--- config.mk ---
export PLATFORM = sky130hd
export DESIGN_NAME = fpu_ncp_top
export DESIGN_NICKNAME = d
export VERILOG_FILES = /design/src/fpu_ncp_pkg.sv /design/src/fpu_delay_line.sv /design/src/fpu_fcmp_core.sv /design/src/fpu_fsgn_core.sv /design/src/fpu_ncp_decode.sv /design/src/fpu_ncp_top.sv /design/src/fpu_rsp_arb.sv
export VERILOG_INCLUDE_DIRS = /design/src /design/src/include
export SDC_FILE = /design/constraint.sdc
export NUM_CORES = 1
export LEC_CHECK = 0
export BUFFER_PORTS_ARGS = -buffer_cell sky130_fd_sc_hd__buf_2
export CORE_MARGIN = 4
export CORE_UTILIZATION = 25
export CTS_BUF_LIST = sky130_fd_sc_hd__clkbuf_4 sky130_fd_sc_hd__clkbuf_8
export DETAILED_ROUTE_END_ITERATION = 8
export PLACE_DENSITY = 0.49
export SLEW_MARGIN = 10
export SYNTH_ARGS = -nofsm -noshare
export SYNTH_HDL_FRONTEND = slang
export SYNTH_SLANG_ARGS = --single-unit
--- constraint.sdc ---
create_clock -name clk -period 18.1 [get_ports clk]
set_input_delay 1.81 -clock clk [delete_from_list [all_inputs] [get_ports clk]]
set_output_delay 1.81 -clock clk [all_outputs]
set_load 0.03 [all_outputs]
--- src/include/fpu_ncp_config.svh ---
`ifndef FPU_NCP_CONFIG_SVH
`define FPU_NCP_CONFIG_SVH

// Lanes computed per request.
`define FPU_NUM_LANES 2

// Width of the request tag carried to the response.
`define FPU_TAG_WIDTH 8

// Delay of the compare core from accept to output valid.
`define FPU_LATENCY_FCMP 3

// Delay of the sign core.
`define FPU_LATENCY_FSGN 1

`endif

--- src/fpu_ncp_pkg.sv ---
`default_nettype none

`include "fpu_ncp_config.svh"

package fpu_ncp_pkg;

    // Canonical quiet NaN.
    localparam logic [31:0] FP_QNAN = 32'h7FC0_0000;

    typedef struct packed {
        logic nv;
        logic dz;
        logic of;
        logic uf;
        logic nx;
    } fflags_t;

    typedef enum logic [1:0] {
        FPU_OP_CMP   = 2'd0,
        FPU_OP_CLASS = 2'd1,
        FPU_OP_MISC  = 2'd2
    } fpu_op_t;

    typedef enum logic [2:0] {
        FCMP_FLE  = 3'd0,
        FCMP_FLT  = 3'd1,
        FCMP_FEQ  = 3'd2,
        FCMP_FMIN = 3'd3,
        FCMP_FMAX = 3'd4
    } fcmp_op_t;

    typedef enum logic [2:0] {
        FSGN_SGNJ  = 3'd0,
        FSGN_SGNJN = 3'd1,
        FSGN_SGNJX = 3'd2,
        FSGN_CLASS = 3'd3,
        FSGN_MV    = 3'd4
    } fsgn_op_t;

    typedef logic [`FPU_NUM_LANES-1:0][31:0] lane_word_t;
    typedef fflags_t [`FPU_NUM_LANES-1:0] lane_flags_t;

    typedef struct packed {
        logic [`FPU_TAG_WIDTH-1:0] tag;
        lane_word_t                dataa;
        lane_word_t                datab;
    } fpu_req_t;

    typedef struct packed {
        logic [`FPU_TAG_WIDTH-1:0] tag;
        lane_word_t                result;
    } fsgn_rsp_t;

    typedef struct packed {
        logic [`FPU_TAG_WIDTH-1:0] tag;
        lane_word_t                result;
        logic                      has_fflags;
        lane_flags_t               fflags;
    } fpu_rsp_t;

    function automatic logic fp_is_nan(logic [31:0] x);
        return (&x[30:23]) && (|x[22:0]);
    endfunction

    // Signaling when the top mantissa bit is clear.
    function automatic logic fp_is_snan(logic [31:0] x);
        return fp_is_nan(x) && !x[22];
    endfunction

endpackage

`default_nettype wire

--- src/fpu_delay_line.sv ---
`timescale 1ns/1ps
`default_nettype none

module fpu_delay_line #(
    parameter type payload_t = logic,
    parameter int  DEPTH     = 1
) (
    input  logic     clk,
    input  logic     rst,
    input  logic     enable,
    input  logic     valid_in,
    input  payload_t data_in,
    output logic     valid_out,
    output payload_t data_out
);

    logic [DEPTH-1:0] valid_q;
    payload_t         data_q [DEPTH];

    always_ff @(posedge clk) begin
        if (rst) begin
            valid_q <= '0;
        end else if (enable) begin
            valid_q[0] <= valid_in;
            for (int i = 1; i < DEPTH; i++) begin
                valid_q[i] <= valid_q[i-1];
            end
        end
    end

    always_ff @(posedge clk) begin
        if (enable) begin
            data_q[0] <= data_in;
            for (int i = 1; i < DEPTH; i++) begin
                data_q[i] <= data_q[i-1];
            end
        end
    end

    assign valid_out = valid_q[DEPTH-1];
    assign data_out  = data_q[DEPTH-1];

    // A frozen line keeps presenting the same response.
    a_hold_when_frozen: assert property (@(posedge clk) disable iff (rst)
        !enable |=> $stable(valid_out) && (!valid_out || $stable(data_out)));

endmodule

`default_nettype wire

--- src/fpu_fcmp_core.sv ---
`timescale 1ns/1ps
`default_nettype none

`include "fpu_ncp_config.svh"

module fpu_fcmp_core import fpu_ncp_pkg::*; (
    input  logic     clk,
    input  logic     rst,
    input  logic     in_valid,
    output logic     in_ready,
    input  fcmp_op_t op,
    input  fpu_req_t req,
    output logic     out_valid,
    input  logic     out_ready,
    output fpu_rsp_t out_data
);

    fpu_rsp_t rsp_d;

    // Sign first, then magnitude; -0 falls below +0 here.
    function automatic logic ord_lt(logic [31:0] a, logic [31:0] b);
        if (a[31] != b[31]) begin
            return a[31];
        end
        return a[31] ? (a[30:0] > b[30:0]) : (a[30:0] < b[30:0]);
    endfunction

    always_comb begin
        logic [31:0] a;
        logic [31:0] b;
        logic        nan;
        logic        snan;
        logic        eq;
        logic        lt;
        rsp_d            = '0;
        rsp_d.tag        = req.tag;
        rsp_d.has_fflags = 1'b1;
        for (int i = 0; i < `FPU_NUM_LANES; i++) begin
            a    = req.dataa[i];
            b    = req.datab[i];
            nan  = fp_is_nan(a) || fp_is_nan(b);
            snan = fp_is_snan(a) || fp_is_snan(b);
            eq   = (a == b) || ((a[30:0] | b[30:0]) == 31'd0);
            lt   = ord_lt(a, b) && !eq;
            case (op)
                FCMP_FLT: begin
                    rsp_d.result[i]    = {31'd0, lt && !nan};
                    rsp_d.fflags[i].nv = nan;
                end
                FCMP_FLE: begin
                    rsp_d.result[i]    = {31'd0, (lt || eq) && !nan};
                    rsp_d.fflags[i].nv = nan;
                end
                FCMP_FEQ: begin
                    rsp_d.result[i]    = {31'd0, eq && !nan};
                    rsp_d.fflags[i].nv = snan;
                end
                // Min and max.
                default: begin
                    rsp_d.fflags[i].nv = snan;
                    if (fp_is_nan(a) && fp_is_nan(b)) begin
                        rsp_d.result[i] = FP_QNAN;
                    end else if (fp_is_nan(a)) begin
                        rsp_d.result[i] = b;
                    end else if (fp_is_nan(b)) begin
                        rsp_d.result[i] = a;
                    end else begin
                        rsp_d.result[i] = ((op == FCMP_FMIN) == ord_lt(a, b)) ? a : b;
                    end
                end
            endcase
        end
    end

    assign in_ready = !out_valid || out_ready;

    fpu_delay_line #(
        .payload_t (fpu_rsp_t),
        .DEPTH     (`FPU_LATENCY_FCMP)
    ) delay (
        .clk       (clk),
        .rst       (rst),
        .enable    (in_ready),
        .valid_in  (in_valid),
        .data_in   (rsp_d),
        .valid_out (out_valid),
        .data_out  (out_data)
    );

    a_no_accept_stalled: assert property (@(posedge clk) disable iff (rst)
        (out_valid && !out_ready) |-> !(in_valid && in_ready));

endmodule

`default_nettype wire

--- src/fpu_fsgn_core.sv ---
`timescale 1ns/1ps
`default_nettype none

`include "fpu_ncp_config.svh"

module fpu_fsgn_core import fpu_ncp_pkg::*; (
    input  logic      clk,
    input  logic      rst,
    input  logic      in_valid,
    output logic      in_ready,
    input  fsgn_op_t  op,
    input  fpu_req_t  req,
    output logic      out_valid,
    input  logic      out_ready,
    output fsgn_rsp_t out_data
);

    fsgn_rsp_t rsp_d;

    // One-hot class mask from -inf at bit 0 up to quiet NaN at bit 9.
    function automatic logic [31:0] fclass(logic [31:0] x);
        logic       exp_ones;
        logic       exp_zero;
        logic       man_zero;
        logic [3:0] idx;
        exp_ones = &x[30:23];
        exp_zero = ~|x[30:23];
        man_zero = ~|x[22:0];
        if (exp_ones && !man_zero) begin
            idx = x[22] ? 4'd9 : 4'd8;
        end else if (exp_ones) begin
            idx = x[31] ? 4'd0 : 4'd7;
        end else if (exp_zero && man_zero) begin
            idx = x[31] ? 4'd3 : 4'd4;
        end else if (exp_zero) begin
            idx = x[31] ? 4'd2 : 4'd5;
        end else begin
            idx = x[31] ? 4'd1 : 4'd6;
        end
        return 32'd1 << idx;
    endfunction

    always_comb begin
        logic [31:0] a;
        logic [31:0] b;
        rsp_d.tag = req.tag;
        for (int i = 0; i < `FPU_NUM_LANES; i++) begin
            a = req.dataa[i];
            b = req.datab[i];
            case (op)
                FSGN_SGNJ:  rsp_d.result[i] = {b[31], a[30:0]};
                FSGN_SGNJN: rsp_d.result[i] = {~b[31], a[30:0]};
                FSGN_SGNJX: rsp_d.result[i] = {a[31] ^ b[31], a[30:0]};
                FSGN_CLASS: rsp_d.result[i] = fclass(a);
                default:    rsp_d.result[i] = a;
            endcase
        end
    end

    assign in_ready = !out_valid || out_ready;

    fpu_delay_line #(
        .payload_t (fsgn_rsp_t),
        .DEPTH     (`FPU_LATENCY_FSGN)
    ) delay (
        .clk       (clk),
        .rst       (rst),
        .enable    (in_ready),
        .valid_in  (in_valid),
        .data_in   (rsp_d),
        .valid_out (out_valid),
        .data_out  (out_data)
    );

endmodule

`default_nettype wire

--- src/fpu_ncp_decode.sv ---
`timescale 1ns/1ps
`default_nettype none

module fpu_ncp_decode import fpu_ncp_pkg::*; (
    input  logic       valid_in,
    input  fpu_op_t    op_type,
    input  logic [2:0] frm,
    output logic       fcmp_valid,
    output logic       fsgn_valid,
    output fcmp_op_t   fcmp_op,
    output fsgn_op_t   fsgn_op,
    output logic       sel_fcmp
);

    always_comb begin
        sel_fcmp = 1'b0;
        fcmp_op  = FCMP_FLE;
        fsgn_op  = FSGN_MV;
        case (op_type)
            FPU_OP_CMP: begin
                sel_fcmp = (frm <= 3'd2);
                case (frm)
                    3'd0:    fcmp_op = FCMP_FLE;
                    3'd1:    fcmp_op = FCMP_FLT;
                    default: fcmp_op = FCMP_FEQ;
                endcase
            end
            FPU_OP_CLASS: begin
                fsgn_op = FSGN_CLASS;
            end
            // Misc group also takes the unused op code.
            default: begin
                case (frm)
                    3'd0:    fsgn_op = FSGN_SGNJ;
                    3'd1:    fsgn_op = FSGN_SGNJN;
                    3'd2:    fsgn_op = FSGN_SGNJX;
                    default: fsgn_op = FSGN_MV;
                endcase
                sel_fcmp = (frm == 3'd3) || (frm == 3'd4);
                fcmp_op  = (frm == 3'd3) ? FCMP_FMIN : FCMP_FMAX;
            end
        endcase
    end

    assign fcmp_valid = valid_in && sel_fcmp;
    assign fsgn_valid = valid_in && !sel_fcmp;

endmodule

`default_nettype wire

--- src/fpu_ncp_top.sv ---
`timescale 1ns/1ps
`default_nettype none

module fpu_ncp_top import fpu_ncp_pkg::*; (
    input  logic       clk,
    input  logic       rst,
    input  logic       valid_in,
    output logic       ready_in,
    input  fpu_op_t    op_type,
    input  logic [2:0] frm,
    input  fpu_req_t   req,
    output logic       valid_out,
    input  logic       ready_out,
    output fpu_rsp_t   rsp
);

    logic      fcmp_valid;
    logic      fsgn_valid;
    fcmp_op_t  fcmp_op;
    fsgn_op_t  fsgn_op;
    logic      sel_fcmp;
    logic      fcmp_ready;
    logic      fsgn_ready;
    fpu_rsp_t  fcmp_rsp;
    fsgn_rsp_t fsgn_rsp;

    logic     [1:0] arb_valid;
    logic     [1:0] arb_ready;
    fpu_rsp_t [1:0] arb_data;

    fpu_ncp_decode decode (
        .valid_in   (valid_in),
        .op_type    (op_type),
        .frm        (frm),
        .fcmp_valid (fcmp_valid),
        .fsgn_valid (fsgn_valid),
        .fcmp_op    (fcmp_op),
        .fsgn_op    (fsgn_op),
        .sel_fcmp   (sel_fcmp)
    );

    assign ready_in = sel_fcmp ? fcmp_ready : fsgn_ready;

    fpu_fcmp_core fcmp (
        .clk       (clk),
        .rst       (rst),
        .in_valid  (fcmp_valid),
        .in_ready  (fcmp_ready),
        .op        (fcmp_op),
        .req       (req),
        .out_valid (arb_valid[0]),
        .out_ready (arb_ready[0]),
        .out_data  (fcmp_rsp)
    );

    fpu_fsgn_core fsgn (
        .clk       (clk),
        .rst       (rst),
        .in_valid  (fsgn_valid),
        .in_ready  (fsgn_ready),
        .op        (fsgn_op),
        .req       (req),
        .out_valid (arb_valid[1]),
        .out_ready (arb_ready[1]),
        .out_data  (fsgn_rsp)
    );

    assign arb_data[0] = fcmp_rsp;

    // Sign core raises no flags.
    assign arb_data[1] = '{
        tag:        fsgn_rsp.tag,
        result:     fsgn_rsp.result,
        has_fflags: 1'b0,
        fflags:     '0
    };

    fpu_rsp_arb rsp_arb (
        .clk       (clk),
        .rst       (rst),
        .in_valid  (arb_valid),
        .in_ready  (arb_ready),
        .in_data   (arb_data),
        .out_valid (valid_out),
        .out_ready (ready_out),
        .out_data  (rsp)
    );

endmodule

`default_nettype wire

--- src/fpu_rsp_arb.sv ---
`timescale 1ns/1ps
`default_nettype none

module fpu_rsp_arb import fpu_ncp_pkg::*; (
    input  logic               clk,
    input  logic               rst,
    input  logic     [1:0]     in_valid,
    output logic     [1:0]     in_ready,
    input  fpu_rsp_t [1:0]     in_data,
    output logic               out_valid,
    input  logic               out_ready,
    output fpu_rsp_t           out_data
);

    logic       last_grant;
    logic [1:0] grant;
    logic       load;

    // Output register is free or drains this cycle.
    assign load = !out_valid || out_ready;

    // On a tie the input after the last winner goes first.
    always_comb begin
        if (in_valid == 2'b11) begin
            grant = last_grant ? 2'b01 : 2'b10;
        end else begin
            grant = in_valid;
        end
    end

    assign in_ready = grant & {2{load}};

    always_ff @(posedge clk) begin
        if (rst) begin
            out_valid  <= 1'b0;
            last_grant <= 1'b0;
        end else if (load) begin
            out_valid <= |in_valid;
            if (|in_valid) begin
                last_grant <= grant[1];
            end
        end
    end

    always_ff @(posedge clk) begin
        if (load && |in_valid) begin
            out_data <= in_data[grant[1]];
        end
    end

    a_single_grant: assert property (@(posedge clk) disable iff (rst)
        |in_valid |-> $onehot0(in_ready));

endmodule

`default_nettype wire

Yosys cells after proc, flatten, opt, wreduce, memory -nomap -nowiden
Memory sizes are Yosys's and may differ from the RTL's.
Cells that the tools add are included.
{"block": "totals", "mem_bits_rw": 321, "wordCells": 199, "out_inout_bits": 85, "mem_count": 2, "reg_bits": 89, "inputBits": 145}
{"block": "op_classes", "eq_ne": 18, "bitwise_logic": 7, "n_mux": 75, "reduce_logical": 71, "magnitude_cmp": 6, "shift": 2}
{"name": "fcmp.delay.data_q", "depth": 3, "word_bits": 83, "read_ports": 3, "rd_ports_with_merged_regs": 0, "write_ports": 3, "line": "fpu_delay_line.sv:18", "source": "payload_t data_q [DEPTH];"}
{"name": "fsgn.delay.data_q", "depth": 1, "word_bits": 72, "read_ports": 1, "rd_ports_with_merged_regs": 0, "write_ports": 1, "line": "fpu_delay_line.sv:18"}
{"operator": "$mux W32", "count": 8}
{"operator": "$pmux W32 S4", "count": 2}
{"operator": "$pmux W32 S3", "count": 2}
{"operator": "$mux W83", "count": 2}
{"operator": "$reduce_or A23 Y1", "count": 4}
{"operator": "$eq A32 B32 Y1", "count": 2}
{"operator": "$shl A1 B4 Y32 const A", "count": 2}
{"operator": "$gt A31 B31 Y1", "count": 2}
{"operator": "$logic_not A31 Y1", "count": 2}
{"operator": "$lt A31 B31 Y1", "count": 2}
{"operator": "$or A31 B31 Y31", "count": 2}
{"operator": "$mux W4", "count": 10}
{"operator": "$mux W1", "count": 35}
{"operator": "$reduce_and A8 Y1", "count": 4}
{"operator": "$mux W3", "count": 9}
{"operator": "$logic_and A1 B1 Y1", "count": 23}
{"operator": "$eq A3 B2 Y1 const B", "count": 6}
{"operator": "$logic_not A1 Y1", "count": 16}
{"operator": "$reduce_or A8 Y1", "count": 2}
{"operator": "$logic_or A1 B1 Y1", "count": 12}
{"operator": "$pmux W3 S2", "count": 2}
{"operator": "$eq A3 B1 Y1 const B", "count": 3}
{"operator": "$logic_not A3 Y1", "count": 3}
{"operator": "$pmux W3 S3", "count": 1}
{"operator": "17 further kinds", "count": 23}

Longest topological paths before layout
Gate-level depths: netlist (run 1).
{"block": "logic_depth", "ltp_word": 17, "depth_mapped": 12, "depth_no_buf": 10}

Cells and area by module
From an unflattened synthesis (run 1), not the netlist that was laid out.
{"block": "hier_totals", "hier_cells": 1419, "hier_area_um2": 19807.7}
{"mod": "fpu_delay_line at fcmp.delay", "cells_each": 341, "instances": 1, "seq_area_each_um2": 7537.2, "area_each_um2": 8201.6}
{"mod": "fpu_fcmp_core", "cells_each": 633, "instances": 1, "seq_area_each_um2": 0.0, "area_each_um2": 4428.0}
{"mod": "fpu_rsp_arb", "cells_each": 190, "instances": 1, "seq_area_each_um2": 2532.4, "area_each_um2": 3917.5}
{"mod": "fpu_delay_line at fsgn.delay", "cells_each": 75, "instances": 1, "seq_area_each_um2": 2182.1, "area_each_um2": 2195.9}
{"mod": "fpu_fsgn_core", "cells_each": 155, "instances": 1, "seq_area_each_um2": 0.0, "area_each_um2": 877.1}
{"mod": "fpu_ncp_decode", "cells_each": 23, "instances": 1, "seq_area_each_um2": 0.0, "area_each_um2": 168.9}
{"mod": "fpu_ncp_top", "cells_each": 2, "instances": 1, "seq_area_each_um2": 0.0, "area_each_um2": 18.8}

Worst setup path after synthesis (run 1)
Ideal clock, no wire load.
{"block": "synth_timing", "path_kind": "input-to-output", "from": "input port ready_out", "to": "output port ready_in", "required_ps": 16290, "cell_stages": 4, "t_arrival_ps": 13485, "path_slack_ps": 2805, "path_cell_list": "nor2b_1 o21ai_1 inv_1 a21oi_1"}
{"block": "synth_via", "elab_chain_cells": 4, "word_cells_on_any_way": 5}
{"item": "start, declared", "line": "fpu_ncp_top.sv:13", "source": "input logic ready_out,"}
{"item": "$logic_or A1 B1 Y1", "line": "fpu_rsp_arb.sv:20", "source": "assign load = !out_valid || out_ready;"}
{"item": "$and A2 B2 Y2", "line": "fpu_rsp_arb.sv:31", "source": "assign in_ready = grant & {2{load}};"}
{"item": "$logic_or A1 B1 Y1", "line": "fpu_fcmp_core.sv:75", "source": "assign in_ready = !out_valid || out_ready;"}
{"item": "named net fcmp.delay.enable", "line": "fpu_delay_line.sv:10", "source": "input logic enable,"}
{"item": "$mux W1", "line": "fpu_ncp_top.sv:42", "source": "assign ready_in = sel_fcmp ? fcmp_ready : fsgn_ready;"}
{"item": "end, declared", "line": "fpu_ncp_top.sv:8", "source": "output logic ready_in,"}
The timed path passes the listed nets, and every way through them passes these cells.

==> flow_summary.toml, run 1 <==
[floorplan]
die_w_um = 274
rows = 97
ios = 230
core_sq_um = 70100
die-area_sq_um = 75200
die_y_um = 274
initial_utilization_pct = 25.3

[worst_setup_path]
crit_required_ns = 18.54
path_cells = "buf_2 -> inv_1 -> ha_1 -> nor4_1 -> nand3_1 -> o31a_1 -> and4b_1 -> o31a_1 -> nor3_2 -> buf_4 -> mux2i_1"
cpLargestDelayFamily = "simple AND/OR/NAND/NOR gates"
worst_path_largest_cell_delay_ns = 0.85
path_max_fanout = 21
critical_path_class = "input port to flip-flop"
timing.critical_path.buf_inv = 3
crit_start = "req[62]"
reg2reg_from = "fcmp.delay.valid_q[2]$_SDFFE_PP0P_"
end_kind = "flip-flop"
arrival_ns = 5.89
crit_path_start_kind = "input port"
cp_common_cell = "o31a_1"
cp_slowest_cell = "nor4_1"

[detailed_routing]
drt_iter0_drc = 916
viasPerCell = 4.48
drc_errors = 0
dr.pass1.iters = 5
post_drt_wl_per_cell_um = 19.9
totalWireLength_um = 51500
final_antenna_net_count = 0
vias = 11600

[timing]
slew_viol_final = 0
rsz0062_at_grt = "no"
worst_slew_pin_slew_ns = 1.19
fin_tns_setup_ns = 0
period_minus_slack_ns = 5.45
post-route-period-util_pct = 30.1
slew_headroom_pct = 20.7
clock.fmax_ghz = 0.184
setup_viol = 0
fin_skew_ns = 0.0265
finalHoldViolCount = 0

[logic_synthesis]
synth_top_cell_area_share_pct = 62.5
yosys_most_used_dff = "edfxtp_1"
ys_types = 66
synth_area_sq_um = 17700
synth_warnings = 0
synthSimpleGateAreaFrac_pct = 9.18
synth_edf_count = 369
synth_top_family_by_area = "simple AND/OR/NAND/NOR gates"
synth.most_common_cell = "edfxtp_1"
synth_fa_ha_area_share_pct = 8.76
synthXorXnorAreaFrac_pct = 0.198
yosysSeqAreaShare_pct = 63.2
synthTopCellsByCount = "edfxtp_1 (369), inv_1 (145), ha_1 (124), nand2_1 (107)"
async_flop_share_pct = 0
synth.avg_cell_area_sq_um = 13.3
yosysTopAreaCell = "edfxtp_1"
syn_inst = 1333
synth_seq_cells = 375
synth_area_leaders = "edfxtp_1 (63%), ha_1 (8.8%), mux2_2 (4.6%), inv_1 (3.1%), nand2_1 (2.3%)"
synthMuxAreaShare_pct = 6.10
synth-compound-area-share_pct = 7.88

[placed_design]
hpwlAfterDp_um = 35700
placed_area_sq_um = 19900
place_congestion = 0.873
port-buffer-count = 221

[cells_and_area]
final_nets = 1858
final_area_sq_um = 21400
syn_to_final_growth_pct = 20.7
layout-drive-gt1-share_pct = 27.7

[pwr]
p_per_area_nw_per_um2 = 100
swShare_pct = 25.4
share_comb_of_total_power_pct = 10.8
pwr-share-seq_pct = 49.7
switchingPower_mw = 0.546
p_int_mw = 1.60
p_leak_nw = 8.91
clkPwrFrac_pct = 39.5
peakVddDrop_mv = 0.0373

[worst_hold_path]
min_path_type = "flip-flop to flip-flop"
hold_start = "fcmp.delay.data_q[0][30]$_SDFFCE_PP0P_"

[global_route]
grt.met3_usage_pct = 3.03
grt_util_met1_pct = 17.6
groute.usage.overall_pct = 13.4
grt_max_degree = 168
antenna_found_initial = 6
grtUsageMet2_pct = 20.9
gr-total-overflow = 0
busiest_layer = "met2"
grt_first_pass_wirelength_um = 75300
grt_pass1_vias = 11900

[cts]
cts_tree = "yes"
cts_inserted_buffers = 71
clock_latency_ns = 0.63
postCtsHoldBufs = 0
clock_path_buffers = 3
clockRootBuffer = "clkbuf_8"
cts.sinks = 375
clkSlewWorstSetupHoldPaths_ns = 0.06
postCtsSetupRepairBufs = 0
cts_max_level = 3
ctsResizeCount = 0

[job]
cap_violations = 0

[run_status]
status = "finished clean"
metrics by stage:
step	cells	total power [mW]	hold slack, ns	worst slack, ns	utilization [%]
6_report	2590	2.15	0.393	12.65	30.5
5_1_grt	2586	2.26	0.403	12.49	30.5
4_1_cts	2583	2.19	0.397	12.65	30.5
3_5_place_dp	2456	1.32	0.405	12.09	28.4
3_3_place_gp	2456	1.32	0.400	12.18	28.4
2_1_floorplan	1340	1.22	0.400	2.80	-
flip-flops by register name (all words and copies together), names as in the netlist:
name / cells
fsgn.delay.data_q: 72
fsgn.delay.valid_out: 1
fcmp.delay.data_q: 222
rsp_arb.out_valid: 1
rsp_arb.out_data: 75
fcmp.delay.valid_q: 3
rsp_arb.last_grant: 1
power by group through the flow:
| stage | Clock (mW) | Combinational [mW] | Sequential (mW) |
|---|---|---|---|
| after detailed placement | 0 | 0.233 | 1.09 |
| after global placement | 0 | 0.231 | 1.09 |
| after global routing | 0.926 | 0.255 | 1.08 |
| after floorplan | 0 | 0.120 | 1.10 |
| final | 0.848 | 0.232 | 1.07 |
| after CTS | 0.885 | 0.235 | 1.07 |
worst paths after layout:
path	slack, ns	endpoint	cells after the start
setup reg to reg	15.15	fcmp.delay.data_q[0][205]$_DFFE_PP_	5
setup / recovery	12.65	fcmp.delay.data_q[0][59]$_SDFFCE_PP0P_	11
hold / removal	0.39	fcmp.delay.data_q[0][113]$_DFFE_PP_	0
hold reg to reg	0.39	fcmp.delay.data_q[0][113]$_DFFE_PP_	0
final cells by class:
class                   count  area, sq um
multi-input cells         762         5800
clock inverters            34          293
inverters                 145          544
clock buffers              93         1140
diodes                      7         17.5
well taps                 940         1180
repair buffers            234         1220
flip-flops and latches    375        11200
fillers                  7154        48800
metal layers:
layer / share of wire [%] / up-vias
met3: 5.5 / 110
met4: 3.7 / 4
met2: 46 / 341
met5: 0.066 / -
met1: 44 / 5681
li1: - / 5466
placed cells by master (no fill, tap or decap), types with 18 or more instances in the layout:
cell / n
clkbuf_8: 71
buf_2: 221
a21oi_1: 32
mux2i_1: 27
nor2b_1: 18
nand4_1: 30
o31ai_1: 33
clkbuf_4: 22
o21ai_0: 27
nor4_1: 39
nand2_1: 107
o311ai_0: 21
ha_1: 124
mux2_2: 72
inv_1: 145
edfxtp_1: 369
nor2_1: 69
worst reg2reg max path, stage by stage (launching register included):
cell and delay, ns:
dfxtp_1 0.39, and2_1 0.28, nor2b_4 0.08, o21ai_4 0.15
buf_12 0.64, buf_4 0.95
logic make-up (layout without fill, tap and decap cells):
kind of cell	Yosys count	count (layout)
muxes	99	99
and+or+nand+nor	331	331
AOI/OAI and AO/OA	196	196
adders and majority gates	124	124
xor gates and xnor gates	4	4
other	1	15
buffers and inverters	203	506
DFF	375	375
No activity file was read; power rests on OpenSTA's default activity.
==> inputs of run 2 (changes only) <==
Settings changed: ABC_AREA from default to 1.
Clock period 18.1 ns to 5.65 ns, I/O delays scaled along.
==> run 2 against run 1 <==
Combinational power rose to 3.7 times the previous value. Worst hold slack got worse by 0.25 ns. Non-clock buffer count unchanged. Critical path type is now flip-flop to primary output. Critical endpoint is now ready_in. Largest cell class unchanged. Largest power group unchanged.
==> flow_summary.toml, run 2 <==
[run_status]
status = "finished clean"

[logic_synthesis]
synth_area_leaders = "edfxtp_1 (63%), ha_1 (8.8%), nand2_1 (7.8%), inv_1 (4.4%), nor2_1 (3.3%)"
synth_edf_count = 369
synth_top_cell_area_share_pct = 62.6
synth.avg_cell_area_sq_um = 11.0
async_flop_share_pct = 0
yosysTopAreaCell = "edfxtp_1"
yosysSeqAreaShare_pct = 63.3
yosys_most_used_dff = "edfxtp_1"
synth.most_common_cell = "edfxtp_1"
syn_inst = 1607
ys_types = 44
synth_warnings = 0
synth_area_sq_um = 17700
synth_seq_cells = 375
synthTopCellsByCount = "edfxtp_1 (369), nand2_1 (368), inv_1 (206), nor2_1 (156), ha_1 (124)"

[worst_setup_path]
arrival_ns = 2.66
endpoint = "ready_in"
timing.critical_path.buf_inv = 3
end_kind = "primary output"
critical_path_class = "flip-flop to primary output"
reg2reg_from = "fsgn.delay.valid_out$_SDFFE_PP0P_"
r2r_end = "fsgn.delay.data_q[0][11]$_DFFE_PP_"
crit_path_start_kind = "flip-flop"
path_max_fanout = 41
crit_required_ns = 5.09
rr_worst_depth = 6
worst_path_largest_cell_delay_ns = 0.45
cpLargestDelayFamily = "simple AND/OR/NAND/NOR gates"
path_cells = "nand2_1 -> nand2_2 -> buf_4 -> inv_2 -> nand2_1 -> nand2_4 -> nand2_1 -> o21ai_0 -> buf_2"
cp_num_cells = 9
cp_slowest_cell = "buf_4"
rrSetupSlack_ns = 3.06
crit_start = "rsp_arb.last_grant$_SDFFE_PP0P_"
cp_common_cell = "nand2_1"

[timing]
post-route-period-util_pct = 57.1
slew_headroom_pct = 31.9
period_minus_slack_ns = 3.22
finalWorstSetupSlack_ns = 2.43
clock.fmax_ghz = 0.310
rsz0062_at_grt = "no"
setup_viol = 0
fin_skew_ns = 0.0251
worst_slew_pin_slew_ns = 1.02
fin_tns_setup_ns = 0
slew_viol_final = 0
finalHoldViolCount = 0

[floorplan]
die_w_um = 274
core_sq_um = 70000
die_y_um = 274
die-area_sq_um = 75100
ios = 230
initial_utilization_pct = 25.3
rows = 97

[global_route]
grt_max_degree = 114
antenna_found_initial = 10
grt_pass1_vias = 12600
grt_first_pass_wirelength_um = 76600
groute.usage.overall_pct = 13.5
gr-total-overflow = 0

[detailed_routing]
drc_errors = 0
drt_iter0_drc = 805
vias = 12300
totalWireLength_um = 51700
post_drt_wl_per_cell_um = 18.0
final_antenna_net_count = 0
dr.pass1.iters = 5
viasPerCell = 4.28

[cts]
postCtsSetupRepairBufs = 0
cts_max_level = 3
cts_tree = "yes"
clock_path_buffers = 3
postCtsHoldBufs = 0
clkSlewWorstSetupHoldPaths_ns = 0.06
cts_inserted_buffers = 70
cts.sinks = 375
clock_latency_ns = 0.63
ctsResizeCount = 0
clockRootBuffer = "clkbuf_8"

[cells_and_area]
final_area_sq_um = 21300
syn_to_final_growth_pct = 20.5
largest_reg_flops = 222
final_common_cell = "edfxtp_1"
top_regs = "fcmp.delay.data_q (222), rsp_arb.out_data (75), fsgn.delay.data_q (72)"
final_nets = 2134
layout-drive-gt1-share_pct = 21.5
stdcell_count = 2863
layout_common_cells = "edfxtp_1 (369), nand2_1 (366), buf_2 (221)"
largest-register = "fcmp.delay.data_q"

[pwr]
peakVddDrop_mv = 0.124
p_leak_nw = 9.51
total_power_mw = 7.10
p_per_area_nw_per_um2 = 333

[worst_hold_path]
hold_start = "req[133]"
min_path_type = "input port to flip-flop"

[placed_design]
port-buffer-count = 221
hpwlAfterDp_um = 36800
place_congestion = 0.883
placed_area_sq_um = 19800
post-place-ws_ns = 1.99
numPlacedInstances = 2733

[job]
cap_violations = 0
==> run 2: routing by layer <==
layer | vias up | GRT usage (%) | routed length (um)
met2 | 345 | 21.6 | 23800
met3 | 91 | 3.43 | 3200
met4 | 6 | 4.88 | 1440
met1 | 5893 | 17.8 | 23200
li1 | 5932 | - | -
met5 | - | 0 | 30
==> run 2: cells by family (layout without fill, tap and decap cells) <==
group	after synthesis	in the layout	synth area share, %
other	1	13	0.0212
AOI/OAI and AO/OA	157	157	4.88
adders and majority gates	124	124	8.77
and+or+nand+nor	680	680	16.5
xor gates and xnor gates	4	4	0.198
buffers and inverters	266	570	6.29
DFF	375	375	63.3
==> run 2: cell type report <==
cell class	instances	area, sq um
diodes	5	12.5
clock buffers	101	1210
clock inverters	24	255
fillers	7294	48700
inverters	211	798
multi-input cells	973	5420
flip-flops and latches	375	11200
well taps	940	1180
repair buffers	234	1230
==> run 2: how the worst min path moves through the flow <==
| stage | cells after the start | endpoint | slack (ns) |
|---|---|---|---|
| after global placement | 0 | fcmp.delay.data_q[0][198]$_DFFE_PP_ | 0.40 |
| after CTS | 1 | fcmp.delay.data_q[0][80]$_DFFE_PP_ | 0.06 |
| final | 1 | fcmp.delay.data_q[0][80]$_DFFE_PP_ | 0.14 |
| after floorplan | 0 | fcmp.delay.data_q[0][100]$_DFFE_PP_ | 0.40 |
| after detailed placement | 0 | fcmp.delay.data_q[0][127]$_DFFE_PP_ | 0.40 |
| after global routing | 1 | fsgn.delay.data_q[0][69]$_DFFE_PP_ | 0.07 |
==> run 2: report_power, final <==
group,switching (mW),internal [mW]
Sequential,0.0748,3.40
Clock,1.16,1.61
Combinational,0.619,0.240
Total,1.85,5.25
==> run 2: worst register-to-register path: stages, from the launching register on <==
cell and delay (ns):
dfxtp_1 0.41, nand2_2 0.07, buf_4 0.29, inv_2 0.11
nand2_1 0.11, nand2_4 0.52, buf_4 0.68
==> run 2: per-stage QoR <==
stage               hold WS, ns  util (%)
floorplan                 0.400         -
global placement          0.401      28.3
detailed placement        0.405      28.3
CTS                      0.0558      30.4
global route             0.0686      30.4
finish                    0.143      30.4
